**src/source/sifhPkg.sv**
```systemverilog
package sifhPkg;

    // raw timing sample width
    localparam int SAMPLE_W = 12;

    // field widths from msb down
    localparam int COARSE_W  = 4;
    localparam int FINE_W    = 4;
    localparam int RESIDUE_W = SAMPLE_W - COARSE_W - FINE_W;

    // bin index wide enough for either pass
    localparam int BIN_W = (COARSE_W > FINE_W) ? COARSE_W : FINE_W;

    typedef struct packed {
        logic [COARSE_W-1:0]  coarse;
        logic [FINE_W-1:0]    fine;
        logic [RESIDUE_W-1:0] residue;
    } sampleFields_t;

    // same word seen raw or split into coarse, fine and residue
    typedef union packed {
        logic [SAMPLE_W-1:0] raw;
        sampleFields_t       field;
    } sampleWord_t;

endpackage

```
**src/source/binHistogram.sv**
```systemverilog
module binHistogram
    import sifhPkg::*;
#(
    parameter int PIXELS  = 4,
    parameter int COUNT_W = 8,
    localparam int PIX_W  = (PIXELS > 1) ? $clog2(PIXELS) : 1
) (
    input  logic               clk,
    input  logic               combin_res,
    input  logic               accept,
    input  logic               binHit,
    input  logic [PIX_W-1:0]   pixel,
    input  logic [BIN_W-1:0]   binIdx,
    input  logic               flush,
    input  logic               clearAll,
    output logic               countValid,
    output logic [PIX_W-1:0]   countPixel,
    output logic [BIN_W-1:0]   countBin,
    output logic [COUNT_W-1:0] countValue
);

    localparam int BINS = 2 ** BIN_W;

    // one histogram per pixel
    logic [COUNT_W-1:0] mem [PIXELS][BINS];
    logic               incr;
    logic [COUNT_W-1:0] nextCount;

    assign incr      = accept && binHit;
    // read straight from memory so back to back hits chain
    assign nextCount = mem[pixel][binIdx] + 1'b1;

    always_ff @(posedge clk or negedge combin_res) begin
        if (!combin_res) begin
            countValid <= 1'b0;
            for (int p = 0; p < PIXELS; p++) begin
                for (int b = 0; b < BINS; b++) begin
                    mem[p][b] <= '0;
                end
            end
        end else begin
            countValid <= incr;
            if (flush || clearAll) begin
                // whole memory in one cycle
                for (int p = 0; p < PIXELS; p++) begin
                    for (int b = 0; b < BINS; b++) begin
                        mem[p][b] <= '0;
                    end
                end
            end else if (incr) begin
                mem[pixel][binIdx] <= nextCount;
            end
        end
    end

    // new count and where it went, one cycle after the hit
    always_ff @(posedge clk) begin
        if (incr) begin
            countPixel <= pixel;
            countBin   <= binIdx;
            countValue <= nextCount;
        end
    end

endmodule

```
**src/source/frameSequencer.sv**
```systemverilog
module frameSequencer #(
    parameter int PIXELS  = 4,
    parameter int SAMPLES = 8,
    parameter int ACQS    = 2,
    localparam int PIX_W  = (PIXELS > 1) ? $clog2(PIXELS) : 1
) (
    input  logic             clk,
    input  logic             combin_res,
    input  logic             sampleValid,
    input  logic             readoutDone,
    output logic             sampleReady,
    output logic             accept,
    output logic [PIX_W-1:0] pixel,
    output logic             finePass,
    output logic             flush,
    output logic             startReadout,
    output logic             clearAll
);

    localparam int SMP_W  = (SAMPLES > 1) ? $clog2(SAMPLES) : 1;
    localparam int ACQ_W  = (ACQS > 1) ? $clog2(ACQS) : 1;
    localparam int STEP_W = $clog2(PIXELS + 2);

    // phase encodings
    localparam logic [2:0] PH_RUN     = 3'd0;
    localparam logic [2:0] PH_DRAIN   = 3'd1;
    localparam logic [2:0] PH_FLUSH   = 3'd2;
    localparam logic [2:0] PH_START   = 3'd3;
    localparam logic [2:0] PH_READOUT = 3'd4;
    localparam logic [2:0] PH_CLEAR   = 3'd5;

    logic [2:0]        phase;
    logic [STEP_W-1:0] stepCnt;
    logic [SMP_W-1:0]  sampleCnt;
    logic [ACQ_W-1:0]  acqCnt;
    logic              lastSample;
    logic              lastPixel;
    logic              lastAcq;
    logic              passEnd;

    // handshake and phase strobes
    assign sampleReady  = (phase == PH_RUN);
    assign accept       = sampleValid && sampleReady;
    assign flush        = (phase == PH_FLUSH);
    assign startReadout = (phase == PH_START);
    assign clearAll     = (phase == PH_CLEAR);

    assign lastSample = (sampleCnt == SMP_W'(SAMPLES - 1));
    assign lastPixel  = (pixel == PIX_W'(PIXELS - 1));
    assign lastAcq    = (acqCnt == ACQ_W'(ACQS - 1));
    // final sample of acquisitions x pixels x samples
    assign passEnd    = accept && lastSample && lastPixel && lastAcq;

    // nested counters, samples innermost
    always_ff @(posedge clk or negedge combin_res) begin
        if (!combin_res) begin
            sampleCnt <= '0;
            pixel     <= '0;
            acqCnt    <= '0;
        end else if (accept) begin
            if (lastSample) begin
                sampleCnt <= '0;
                if (lastPixel) begin
                    pixel  <= '0;
                    acqCnt <= lastAcq ? '0 : acqCnt + 1'b1;
                end else begin
                    pixel <= pixel + 1'b1;
                end
            end else begin
                sampleCnt <= sampleCnt + 1'b1;
            end
        end
    end

    // pass bit and the ready-low sequence between passes
    always_ff @(posedge clk or negedge combin_res) begin
        if (!combin_res) begin
            phase    <= PH_RUN;
            stepCnt  <= '0;
            finePass <= 1'b0;
        end else begin
            case (phase)
                PH_RUN: begin
                    if (passEnd) begin
                        phase    <= PH_DRAIN;
                        stepCnt  <= '0;
                        finePass <= ~finePass;
                    end
                end
                PH_DRAIN: begin
                    // two cycles so the last count reaches the peak table
                    if (stepCnt == STEP_W'(1)) begin
                        stepCnt <= '0;
                        // pass bit already flipped, set means coarse just ended
                        phase   <= finePass ? PH_FLUSH : PH_START;
                    end else begin
                        stepCnt <= stepCnt + 1'b1;
                    end
                end
                PH_FLUSH: begin
                    // one cycle per pixel for the coarse peak copy
                    if (stepCnt == STEP_W'(PIXELS - 1)) begin
                        stepCnt <= '0;
                        phase   <= PH_RUN;
                    end else begin
                        stepCnt <= stepCnt + 1'b1;
                    end
                end
                PH_START: phase <= PH_READOUT;
                PH_READOUT: begin
                    if (readoutDone) begin
                        phase <= PH_CLEAR;
                    end
                end
                PH_CLEAR: phase <= PH_RUN;
                default:  phase <= PH_RUN;
            endcase
        end
    end

endmodule

```
**src/source/peakFinder.sv**
```systemverilog
module peakFinder
    import sifhPkg::*;
#(
    parameter int PIXELS  = 4,
    parameter int COUNT_W = 8,
    localparam int PIX_W  = (PIXELS > 1) ? $clog2(PIXELS) : 1
) (
    input  logic               clk,
    input  logic               combin_res,
    input  logic               countValid,
    input  logic [PIX_W-1:0]   countPixel,
    input  logic [BIN_W-1:0]   countBin,
    input  logic [COUNT_W-1:0] countValue,
    input  logic               flush,
    input  logic               clearAll,
    input  logic [PIX_W-1:0]   readPixel,
    output logic [BIN_W-1:0]   peakBin,
    output logic [COUNT_W-1:0] peakMax
);

    // running max and its bin, per pixel
    logic [COUNT_W-1:0] maxTab [PIXELS];
    logic [BIN_W-1:0]   binTab [PIXELS];

    always_ff @(posedge clk or negedge combin_res) begin
        if (!combin_res) begin
            for (int i = 0; i < PIXELS; i++) begin
                maxTab[i] <= '0;
                binTab[i] <= '0;
            end
        end else if (clearAll) begin
            for (int i = 0; i < PIXELS; i++) begin
                maxTab[i] <= '0;
                binTab[i] <= '0;
            end
        end else if (flush) begin
            // entry is cleared as the decoder copies it out
            maxTab[readPixel] <= '0;
            binTab[readPixel] <= '0;
        end else if (countValid && (countValue > maxTab[countPixel])) begin
            // strictly greater, so ties keep the earlier bin
            maxTab[countPixel] <= countValue;
            binTab[countPixel] <= countBin;
        end
    end

    assign peakBin = binTab[readPixel];
    assign peakMax = maxTab[readPixel];

endmodule

```
**src/source/resultStreamer.sv**
```systemverilog
module resultStreamer
    import sifhPkg::*;
#(
    parameter int PIXELS  = 4,
    parameter int COUNT_W = 8,
    localparam int PIX_W  = (PIXELS > 1) ? $clog2(PIXELS) : 1
) (
    input  logic                clk,
    input  logic                combin_res,
    input  logic                startReadout,
    input  logic [BIN_W-1:0]    peakBin,
    input  logic [COUNT_W-1:0]  peakMax,
    input  logic [COARSE_W-1:0] coarseBin,
    output logic [PIX_W-1:0]    readPixel,
    output logic                readoutDone,
    output logic                peakValid,
    output logic [PIX_W-1:0]    peakPixel,
    output logic [COARSE_W-1:0] peakCoarse,
    output logic [FINE_W-1:0]   peakFine,
    output logic [COUNT_W-1:0]  peakCount
);

    logic active;
    logic lastPixel;

    assign lastPixel = (readPixel == PIX_W'(PIXELS - 1));

    // pixel walk, one per cycle
    always_ff @(posedge clk or negedge combin_res) begin
        if (!combin_res) begin
            active      <= 1'b0;
            readPixel   <= '0;
            peakValid   <= 1'b0;
            readoutDone <= 1'b0;
        end else begin
            peakValid   <= active;
            // done comes out with the last result
            readoutDone <= active && lastPixel;
            if (startReadout) begin
                active    <= 1'b1;
                readPixel <= '0;
            end else if (active) begin
                active    <= !lastPixel;
                readPixel <= lastPixel ? '0 : readPixel + 1'b1;
            end
        end
    end

    // result word for the pixel being read
    always_ff @(posedge clk) begin
        if (active) begin
            peakPixel  <= readPixel;
            peakCoarse <= coarseBin;
            peakFine   <= peakBin[FINE_W-1:0];
            peakCount  <= peakMax;
        end
    end

endmodule

```
**src/source/sampleDecoder.sv**
```systemverilog
module sampleDecoder
    import sifhPkg::*;
#(
    parameter int PIXELS = 4,
    localparam int PIX_W = (PIXELS > 1) ? $clog2(PIXELS) : 1
) (
    input  logic                clk,
    input  logic                combin_res,
    input  sampleWord_t         sample,
    input  logic [PIX_W-1:0]    pixel,
    input  logic                finePass,
    input  logic                flush,
    input  logic                clearAll,
    input  logic [BIN_W-1:0]    peakBin,
    input  logic [PIX_W-1:0]    readPixel,
    output logic [PIX_W-1:0]    peakPixelSel,
    output logic [COARSE_W-1:0] coarseBin,
    output logic [BIN_W-1:0]    binIdx,
    output logic                binHit
);

    // coarse peak per pixel, the fine pass window
    logic [COARSE_W-1:0] coarseStore [PIXELS];
    logic [PIX_W-1:0]    selCnt;

    always_ff @(posedge clk or negedge combin_res) begin
        if (!combin_res) begin
            selCnt <= '0;
            for (int i = 0; i < PIXELS; i++) begin
                coarseStore[i] <= '0;
            end
        end else if (clearAll) begin
            selCnt <= '0;
            for (int i = 0; i < PIXELS; i++) begin
                coarseStore[i] <= '0;
            end
        end else if (flush) begin
            // copy one pixel per flush cycle
            coarseStore[selCnt] <= peakBin[COARSE_W-1:0];
            selCnt <= (selCnt == PIX_W'(PIXELS - 1)) ? '0 : selCnt + 1'b1;
        end
    end

    // peak table index, ours while flushing, else the streamer's
    assign peakPixelSel = flush ? selCnt : readPixel;
    assign coarseBin    = coarseStore[readPixel];

    always_comb begin
        if (finePass) begin
            // only samples inside the coarse peak bin count
            binHit = (sample.field.coarse == coarseStore[pixel]);
            binIdx = BIN_W'(sample.field.fine);
        end else begin
            binHit = 1'b1;
            binIdx = BIN_W'(sample.field.coarse);
        end
    end

endmodule

```
**src/source/sifhTop.sv**
```systemverilog
module sifhTop
    import sifhPkg::*;
#(
    parameter int PIXELS  = 4,
    parameter int SAMPLES = 8,
    parameter int ACQS    = 2,
    parameter int COUNT_W = 8,
    localparam int PIX_W  = (PIXELS > 1) ? $clog2(PIXELS) : 1
) (
    input  logic                clk,
    input  logic                combin_res,
    input  sampleWord_t         sample,
    input  logic                sampleValid,
    output logic                sampleReady,
    output logic                peakValid,
    output logic [PIX_W-1:0]    peakPixel,
    output logic [COARSE_W-1:0] peakCoarse,
    output logic [FINE_W-1:0]   peakFine,
    output logic [COUNT_W-1:0]  peakCount
);

    // sequencer controls
    logic               accept;
    logic [PIX_W-1:0]   pixel;
    logic               finePass;
    logic               flush;
    logic               startReadout;
    logic               clearAll;
    logic               readoutDone;

    // decoder to histogram
    logic [BIN_W-1:0]   binIdx;
    logic               binHit;

    // histogram to peak finder
    logic               countValid;
    logic [PIX_W-1:0]   countPixel;
    logic [BIN_W-1:0]   countBin;
    logic [COUNT_W-1:0] countValue;

    // peak table read side
    logic [PIX_W-1:0]    peakPixelSel;
    logic [PIX_W-1:0]    readPixel;
    logic [BIN_W-1:0]    peakBin;
    logic [COUNT_W-1:0]  peakMax;
    logic [COARSE_W-1:0] coarseBin;

    frameSequencer #(
        .PIXELS (PIXELS),
        .SAMPLES(SAMPLES),
        .ACQS   (ACQS)
    ) frameSequencer_i (
        .clk         (clk),
        .combin_res  (combin_res),
        .sampleValid (sampleValid),
        .readoutDone (readoutDone),
        .sampleReady (sampleReady),
        .accept      (accept),
        .pixel       (pixel),
        .finePass    (finePass),
        .flush       (flush),
        .startReadout(startReadout),
        .clearAll    (clearAll)
    );

    sampleDecoder #(
        .PIXELS(PIXELS)
    ) sampleDecoder_i (
        .clk         (clk),
        .combin_res  (combin_res),
        .sample      (sample),
        .pixel       (pixel),
        .finePass    (finePass),
        .flush       (flush),
        .clearAll    (clearAll),
        .peakBin     (peakBin),
        .readPixel   (readPixel),
        .peakPixelSel(peakPixelSel),
        .coarseBin   (coarseBin),
        .binIdx      (binIdx),
        .binHit      (binHit)
    );

    binHistogram #(
        .PIXELS (PIXELS),
        .COUNT_W(COUNT_W)
    ) binHistogram_i (
        .clk       (clk),
        .combin_res(combin_res),
        .accept    (accept),
        .binHit    (binHit),
        .pixel     (pixel),
        .binIdx    (binIdx),
        .flush     (flush),
        .clearAll  (clearAll),
        .countValid(countValid),
        .countPixel(countPixel),
        .countBin  (countBin),
        .countValue(countValue)
    );

    peakFinder #(
        .PIXELS (PIXELS),
        .COUNT_W(COUNT_W)
    ) peakFinder_i (
        .clk       (clk),
        .combin_res(combin_res),
        .countValid(countValid),
        .countPixel(countPixel),
        .countBin  (countBin),
        .countValue(countValue),
        .flush     (flush),
        .clearAll  (clearAll),
        .readPixel (peakPixelSel),
        .peakBin   (peakBin),
        .peakMax   (peakMax)
    );

    resultStreamer #(
        .PIXELS (PIXELS),
        .COUNT_W(COUNT_W)
    ) resultStreamer_i (
        .clk         (clk),
        .combin_res  (combin_res),
        .startReadout(startReadout),
        .peakBin     (peakBin),
        .peakMax     (peakMax),
        .coarseBin   (coarseBin),
        .readPixel   (readPixel),
        .readoutDone (readoutDone),
        .peakValid   (peakValid),
        .peakPixel   (peakPixel),
        .peakCoarse  (peakCoarse),
        .peakFine    (peakFine),
        .peakCount   (peakCount)
    );

endmodule

```
**config.mk**
```make
export PLATFORM = sky130hd
export DESIGN_NAME = sifhTop
export DESIGN_NICKNAME = d
export VERILOG_FILES = /design/src/source/sifhPkg.sv /design/src/source/binHistogram.sv /design/src/source/frameSequencer.sv /design/src/source/peakFinder.sv /design/src/source/resultStreamer.sv /design/src/source/sampleDecoder.sv /design/src/source/sifhTop.sv
export SDC_FILE = /design/constraint.sdc
export NUM_CORES = 1
export LEC_CHECK = 0
export BUFFER_PORTS_ARGS = -buffer_cell sky130_fd_sc_hd__buf_2
export CORE_MARGIN = 4
export CORE_UTILIZATION = 30
export DETAILED_ROUTE_END_ITERATION = 8
export GPL_ROUTABILITY_DRIVEN = 0
export GPL_TIMING_DRIVEN = 0
export SLEW_MARGIN = 25
export SYNTH_ARGS = -nofsm -noshare
export SYNTH_HDL_FRONTEND = slang
export SYNTH_SLANG_ARGS = --single-unit
export TNS_END_PERCENT = 1
```
**constraint.sdc**
```tcl
create_clock -name clk -period 3.43 [get_ports clk]
set_input_delay 0.686 -clock clk [delete_from_list [all_inputs] [get_ports clk]]
set_output_delay 0.686 -clock clk [all_outputs]
set_load 0.01 [all_outputs]
```
==> results of run 1 <==
==> timing repair <==
action,4_1_cts,5_1_grt
gates cloned,7,1
gates resized for setup,554,191
buffers inserted,45,15
endpoints found under the setup margin,601,568
pin swaps,25,10
hold buffers,1,0
endpoints found under the hold margin,45,0
==> metal layers <==
layer / share of wire, % / GRT usage (%)
met2: 42 / 33.04
met1: 39 / 30.48
met4: 7.0 / 12.74
met3: 12 / 7.614
met5: 0.044 / 0.3628
==> state kept, by name, summed over array words and instances (netlist names), 4 cells and up <==
| signal | flops |
|---|---|
| binHistogram_i.mem | 512 |
| resultStreamer_i.peakCount | 8 |
| sampleDecoder_i.coarseStore | 16 |
| resultStreamer_i.peakCoarse | 4 |
| peakFinder_i.binTab | 16 |
| peakFinder_i.maxTab | 32 |
| resultStreamer_i.peakFine | 4 |
| binHistogram_i.countValue | 8 |
| binHistogram_i.countBin | 4 |
==> through the flow <==
stage	TNS, ns	util, %
global route	-179.68	37.66
floorplan	0	-
CTS	-107.24	37.05
finish	-171.89	37.68
global placement	-7834.42	32.11
detailed placement	-879.66	32.40
==> logic make-up after synthesis <==
group	after synthesis
xor+xnor	12
fa+ha+maj	24
buf+inv	289
simple gates	811
mux	191
flops	629
compound gates	668
==> power by group through the flow <==
stage | logic, mW | clock network (mW) | registers [mW]
6_report | 10.9 | 7.30 | 8.92
5_1_grt | 11.2 | 7.61 | 9.02
4_1_cts | 10.2 | 7.33 | 8.90
3_5_place_dp | 8.91 | 0 | 9.03
3_3_place_gp | 8.79 | 0 | 9.01
2_1_floorplan | 5.18 | 0 | 8.90
==> critical path: cells and delay by family, from the launching register on <==
kind,cells,cell delay [ns]
compound gates,2,0.32
xor+xnor,1,0.29
buf+inv,6,1.09
flops,1,0.39
mux,2,0.71
simple gates,3,0.96
==> worst paths after layout <==
| check | startpoint | end | slack [ns] | cells past startpoint |
|---|---|---|---|---|
| min in group asynchronous | combin_res | resultStreamer_i.peakValid | 0.56 | 2 |
| min | sample[7] | binHistogram_i.countBin[3] | 0.44 | 2 |
| max | frameSequencer_i.pixel[0] | binHistogram_i.mem[411] | -0.51 | 14 |
| max reg2reg | frameSequencer_i.pixel[0] | binHistogram_i.mem[411] | -0.51 | 14 |
| min reg2reg | frameSequencer_i.acqCnt | frameSequencer_i.acqCnt | 0.47 | 1 |
| max in group asynchronous | combin_res | binHistogram_i.mem[171] | 1.09 | 6 |
==> synth_stat cells, types with 24 or more instances <==
cell,instances
a32o_1,43
buf_2,32
clkbuf_1,170
dfrtp_1,597
edfxtp_1,32
ha_1,24
mux2i_1,28
mux4_2,137
nand2_1,128
nand3_1,594
nor2_1,37
o21ai_0,408
o21ai_1,29
o21ai_2,98
==> layout make-up <==
class | count | area (um^2) | share of cell area, %
antenna | 6 | 15.01 | 0.04043
buffer | 259 | 3012 | 8.110
clock buffer | 103 | 1994 | 5.371
clock inverter | 17 | 155.1 | 0.4178
inverter | 27 | 117.6 | 0.3167
multi-input combinational | 1706 | 13190 | 35.52
sequential | 629 | 15900 | 42.83
tap | 1287 | 1610 | 4.336
timing repair buffer | 108 | 1135 | 3.056
==> impl_metrics.env, run 1 <==
export IMPL_min_period_ns=3.940
export IMPL_fin_skew_ns=0.04017
export IMPL_fin_area_um2=37130
export IMPL_crit_fanout=10
export IMPL_layout_worst_path_cycle_share_pct=114.9
export IMPL_antenna_found_initial=1
export IMPL_max_stage_delay_ns=0.63
export IMPL_pwr_share_seq_pct=32.8
export IMPL_tightest_slew_ns=1.076
export IMPL_yosys_area_top_type="dfrtp_1"
export IMPL_synth_seq_area_share_pct=53.25
export IMPL_post_route_drc_count=0
export IMPL_timing_critical_path_required_ns=3.91
export IMPL_drive_gt1_share_pct=27.73
export IMPL_synth_edff_count=32
export IMPL_cp_arrival_ns=4.42
export IMPL_coreArea_um2=98560
export IMPL_finalMaxSlewViolations=0
export IMPL_synth_xor_area_share_pct=0.4023
export IMPL_io_pins=35
export IMPL_syn_num_nets=2663
export IMPL_dp_cells=3951
export IMPL_ir_drop_v=0.0004037
export IMPL_ys_types=70
export IMPL_grt_pass1_wl_um=174500
export IMPL_final_cell_mix="594 x dfrtp_1, 556 x nand3_1, 320 x o21ai_0"
export IMPL_cts_path_max_buffers=3
export IMPL_endpoint_kind="flip-flop"
export IMPL_finalPower_mw=27.16
export IMPL_firstDrtPassIters=9
export IMPL_synth_compound_area_share_pct=13.78
export IMPL_syn_inst=2624
export IMPL_cts_tree="built"
export IMPL_critPathLaunchType="flip-flop"
export IMPL_stdcell_count=4142
export IMPL_power_density_nw_per_um2=731.3
export IMPL_clk_latency_ns=0.64
export IMPL_pwr_share_clk_pct=26.9
export IMPL_synthFlopType="dfrtp_1"
export IMPL_ys_seq_elements=629
export IMPL_crit_top_cell="buf_12"
export IMPL_grt_ovfl_total=0
export IMPL_drv_cap=0
export IMPL_portBuffers=30
export IMPL_dp_hpwl_um=80780
export IMPL_place_area_um2=31940
export IMPL_p_sw_mw=10.86
export IMPL_synth_area_um2=29860
export IMPL_p_leak_nw=15.50
export IMPL_die_height_um=323.5
export IMPL_max_freq_mhz=253.8
export IMPL_netlist_top_cells_area="dfrtp_1 50%, mux4_2 10%, nand3_1 10%, o21ai_0 6.8%, edfxtp_1 3.2%"
export IMPL_vias=25090
export IMPL_p_comb_share_pct=40.3
export IMPL_wl_per_cell_um=29.30
export IMPL_crit_slowest_cell="or4_4"
export IMPL_violations="setup timing"
export IMPL_synth_top_family_by_area="compound AO/OA/AOI/OAI gates"
export IMPL_final_net_count=2837
export IMPL_yosys_area_share_simple_pct=13.28
export IMPL_cts_max_level=3
export IMPL_critical_path_class="flip-flop to flip-flop"
export IMPL_crit_chain="buf_12, buf_16, buf_12, buf_4, mux4_2, mux2i_1, o22ai_1, or4_4, and2_1, nand2_1, xor2_2, buf_12, clkbuf_16, o21ai_0"
export IMPL_status="finished, violations left"
export IMPL_final_setup_viol_count=492
export IMPL_area_delta_synth_final_pct=24.37
export IMPL_min_path_type="input port to flip-flop"
export IMPL_cts_root_buf="clkbuf_16"
export IMPL_dp_slack_ns=-2.274
export IMPL_synthMuxAreaShare_pct=13.22
export IMPL_drtAntennaViolNets=0
export IMPL_drt_iter0_markers=3361
export IMPL_grt_start_max_net_pins=88
export IMPL_die_w_um=323.5
export IMPL_hold_violations=0
export IMPL_synthArstFlopShare_pct=94.91
export IMPL_maxSlewHeadroom_pct=28.02
export IMPL_setup_ws_ns=-0.5101
export IMPL_fillerInstances=9505
export IMPL_rsz0062_at_grt="yes"
export IMPL_switching_share_pct=40.00
export IMPL_clk_pin_slew_worst_paths_ns=0.06
export IMPL_whs_ns=0.4441
export IMPL_die_area_um2=104600
export IMPL_yosysWarnings=0
export IMPL_viasPerCell=6.057
export IMPL_synthAdderAreaFrac_pct=1.006
export IMPL_grt_use_total_pct=22.97
export IMPL_numCtsBuffers=67
export IMPL_cts_sinks=629
export IMPL_final_common_cell="dfrtp_1"
export IMPL_initial_utilization_pct=30.29
export IMPL_netlist_area_leader_share_pct=50.03
export IMPL_syn_mean_instance_area_um2=11.38
export IMPL_wirelength_um=121400
export IMPL_intPower_mw=16.29
export IMPL_grt_pass1_vias=24240
export IMPL_fp_row_count=115
No activity file was read; power rests on OpenSTA's default activity.
==> inputs of run 2 (changes only) <==
- CAP_MARGIN: unset -> 10
- CORE_ASPECT_RATIO: unset -> 2
==> run 2 against run 1 <==
Net effect: the flow still finishes with violations (setup timing); setup slack worse by 0.14 ns; largest cell class unchanged; sequential cell count unchanged; clock power fell by 12%; combinational power up 7%; utilization fell by 0.49 points; count of clock-buffer cells in the layout shrank 23; final area is 1.1% lower; maximum frequency shrank 3.4%; critical path depth increased by 1.
==> impl_metrics.env, run 2 (synthesis results as in run 1) <==
export IMPL_status="finished, violations left"
export IMPL_violations="setup timing"
export IMPL_grt_ovfl_total=0
export IMPL_drv_cap=0
export IMPL_numCtsBuffers=52
export IMPL_tightest_slew_ns=1.314
export IMPL_post_route_drc_count=0
export IMPL_setup_ws_ns=-0.6479
export IMPL_critPathTopFamily="buffers and inverters"
export IMPL_drt_iter0_markers=2894
export IMPL_pwr_share_seq_pct=33.0
export IMPL_top_regs="binHistogram_i.mem (512), peakFinder_i.maxTab (32)"
export IMPL_pwr_share_clk_pct=23.7
export IMPL_clk_latency_ns=0.66
export IMPL_switching_share_pct=42.19
export IMPL_cts_sinks=629
export IMPL_p_comb_share_pct=43.2
export IMPL_cts_tree="built"
export IMPL_cp_arrival_ns=4.49
export IMPL_drtAntennaViolNets=0
export IMPL_firstDrtPassIters=7
export IMPL_wirelength_um=143100
export IMPL_top_register="binHistogram_i.mem"
export IMPL_timing_critical_path_required_ns=3.84
export IMPL_fin_skew_ns=0.01673
export IMPL_coreArea_um2=98710
export IMPL_crit_slowest_cell="mux4_2"
export IMPL_viasPerCell=6.172
export IMPL_crit_chain="buf_12, buf_12, buf_16, mux4_2, mux2i_4, o22ai_2, or4_4, clkbuf_16, clkbuf_16, ha_4, nand2_2, xor2_4, buf_12, buf_12, inv_1"
export IMPL_layout_worst_path_cycle_share_pct=118.9
export IMPL_critical_path_class="flip-flop to flip-flop"
export IMPL_grt_pass1_vias=25450
export IMPL_cts_path_max_buffers=3
export IMPL_fp_row_count=163
export IMPL_cts_max_level=2
export IMPL_fin_tns_setup_ns=-233.65
export IMPL_critPathLaunchType="flip-flop"
export IMPL_finalMaxSlewViolations=0
export IMPL_rsz0062_at_grt="yes"
export IMPL_hold_violations=0
export IMPL_finalPower_mw=27.05
export IMPL_die_area_um2=104900
export IMPL_min_period_ns=4.078
export IMPL_intPower_mw=15.64
export IMPL_wl_per_cell_um=34.45
export IMPL_final_setup_viol_count=518
export IMPL_path_buf_inv=8
export IMPL_vias=25630
export IMPL_dp_cells=3983
export IMPL_portBuffers=30
export IMPL_power_density_nw_per_um2=736.8
export IMPL_die_height_um=454.2
export IMPL_stdcell_count=4153
export IMPL_clk_pin_slew_worst_paths_ns=0.08
export IMPL_p_leak_nw=15.32
export IMPL_endpoint_kind="flip-flop"
export IMPL_cts_root_buf="clkbuf_16"
export IMPL_crit_fanout=8
export IMPL_grt_pass1_wl_um=196100
export IMPL_max_stage_delay_ns=0.56
export IMPL_initial_utilization_pct=30.25
export IMPL_io_pins=35
export IMPL_area_delta_synth_final_pct=22.94
export IMPL_ir_drop_v=0.0005434
export IMPL_antenna_found_initial=7
export IMPL_min_path_type="input port to flip-flop"
export IMPL_grt_use_total_pct=26.60
export IMPL_max_freq_mhz=245.2
export IMPL_dp_hpwl_um=97890
export IMPL_die_w_um=231.1
export IMPL_final_cell_mix="595 x dfrtp_1, 557 x nand3_1, 266 x o21ai_0"
export IMPL_drive_gt1_share_pct=27.51
export IMPL_grt_start_max_net_pins=90
export IMPL_final_net_count=2821
export IMPL_largest_reg_flops=512
export IMPL_p_sw_mw=11.41
export IMPL_dp_slack_ns=-2.206
export IMPL_maxSlewHeadroom_pct=12.42
export IMPL_crit_top_cell="buf_12"
export IMPL_final_common_cell="dfrtp_1"
==> run 2: layer usage <==
layer | GRT usage [%] | routed length, um | vias to the layer above
li1 | - | - | 10140
met1 | 24.35 | 39870 | 12810
met2 | 46.12 | 69780 | 1819
met3 | 6.760 | 12310 | 864
met4 | 27.32 | 21080 | 2
met5 | 0 | 14 | -
==> run 2: path summary, 6_finish.rpt <==
kind,start,end,slack (ns),depth (start not counted)
setup / recovery,frameSequencer_i.pixel[0],binHistogram_i.countValue[4],-0.65,15
hold / removal,sample[7],binHistogram_i.countBin[3],0.40,2
setup reg to reg,frameSequencer_i.pixel[0],binHistogram_i.countValue[4],-0.65,15
hold reg to reg,frameSequencer_i.acqCnt,frameSequencer_i.acqCnt,0.47,1
max in group asynchronous,combin_res,binHistogram_i.mem[460],0.85,6
min in group asynchronous,combin_res,binHistogram_i.mem[396],0.48,2
==> run 2: through the flow <==
| stage | hold WS, ns | instance area (um^2) | util (%) |
|---|---|---|---|
| final | 0.3973 | 36710 | 37.19 |
| after global routing | 0.4236 | 36680 | 37.16 |
| after CTS | 0.4140 | 35610 | 36.07 |
| after detailed placement | 0.4594 | 31970 | 32.39 |
| after global placement | 0.4529 | 31690 | 32.10 |
| after floorplan | 0.3904 | 29880 | - |
==> run 2: final cells by class <==
class,count,area [um^2]
clock inverter,13,146.4
clock buffer,80,1598
tap,1320,1652
timing repair buffer,107,1135
sequential,629,15900
antenna,12,30.03
buffer,258,2848
multi-input combinational,1706,13280
timing repair inverter,1,8.758
inverter,27,113.9
fill,9628,62000
==> run 2: power by group through the flow <==
stage                     sequential [mW]  combinational [mW]  clock, mW
final                                8.94                11.7       6.42
after global routing                 9.00                11.7       6.65
after CTS                            8.91                10.5       6.38
after detailed placement             9.06                9.41          0
after global placement               9.02                9.26          0
after floorplan                      8.90                5.18          0
==> run 2: what timing repair did <==
action | 4_1_cts | 5_1_grt
hold endpoints to repair | 24 | 0
setup buffers | 31 | 29
cloned | 4 | 4
setup endpoints to repair | 601 | 570
hold buffers | 1 | 0
gates resized for setup | 507 | 299
pin swaps | 68 | 34
==> run 2: worst register-to-register path: stages, from the launching register on <==
cell	delay, ns
dfrtp_2	0.39
buf_12	0.15
buf_12	0.16
buf_16	0.17
mux4_2	0.57
mux2i_4	0.37
o22ai_2	0.20
or4_4	0.55
clkbuf_16	0.17
clkbuf_16	0.14
ha_4	0.18
nand2_2	0.11
xor2_4	0.20
buf_12	0.22
buf_12	0.19
inv_1	0.06
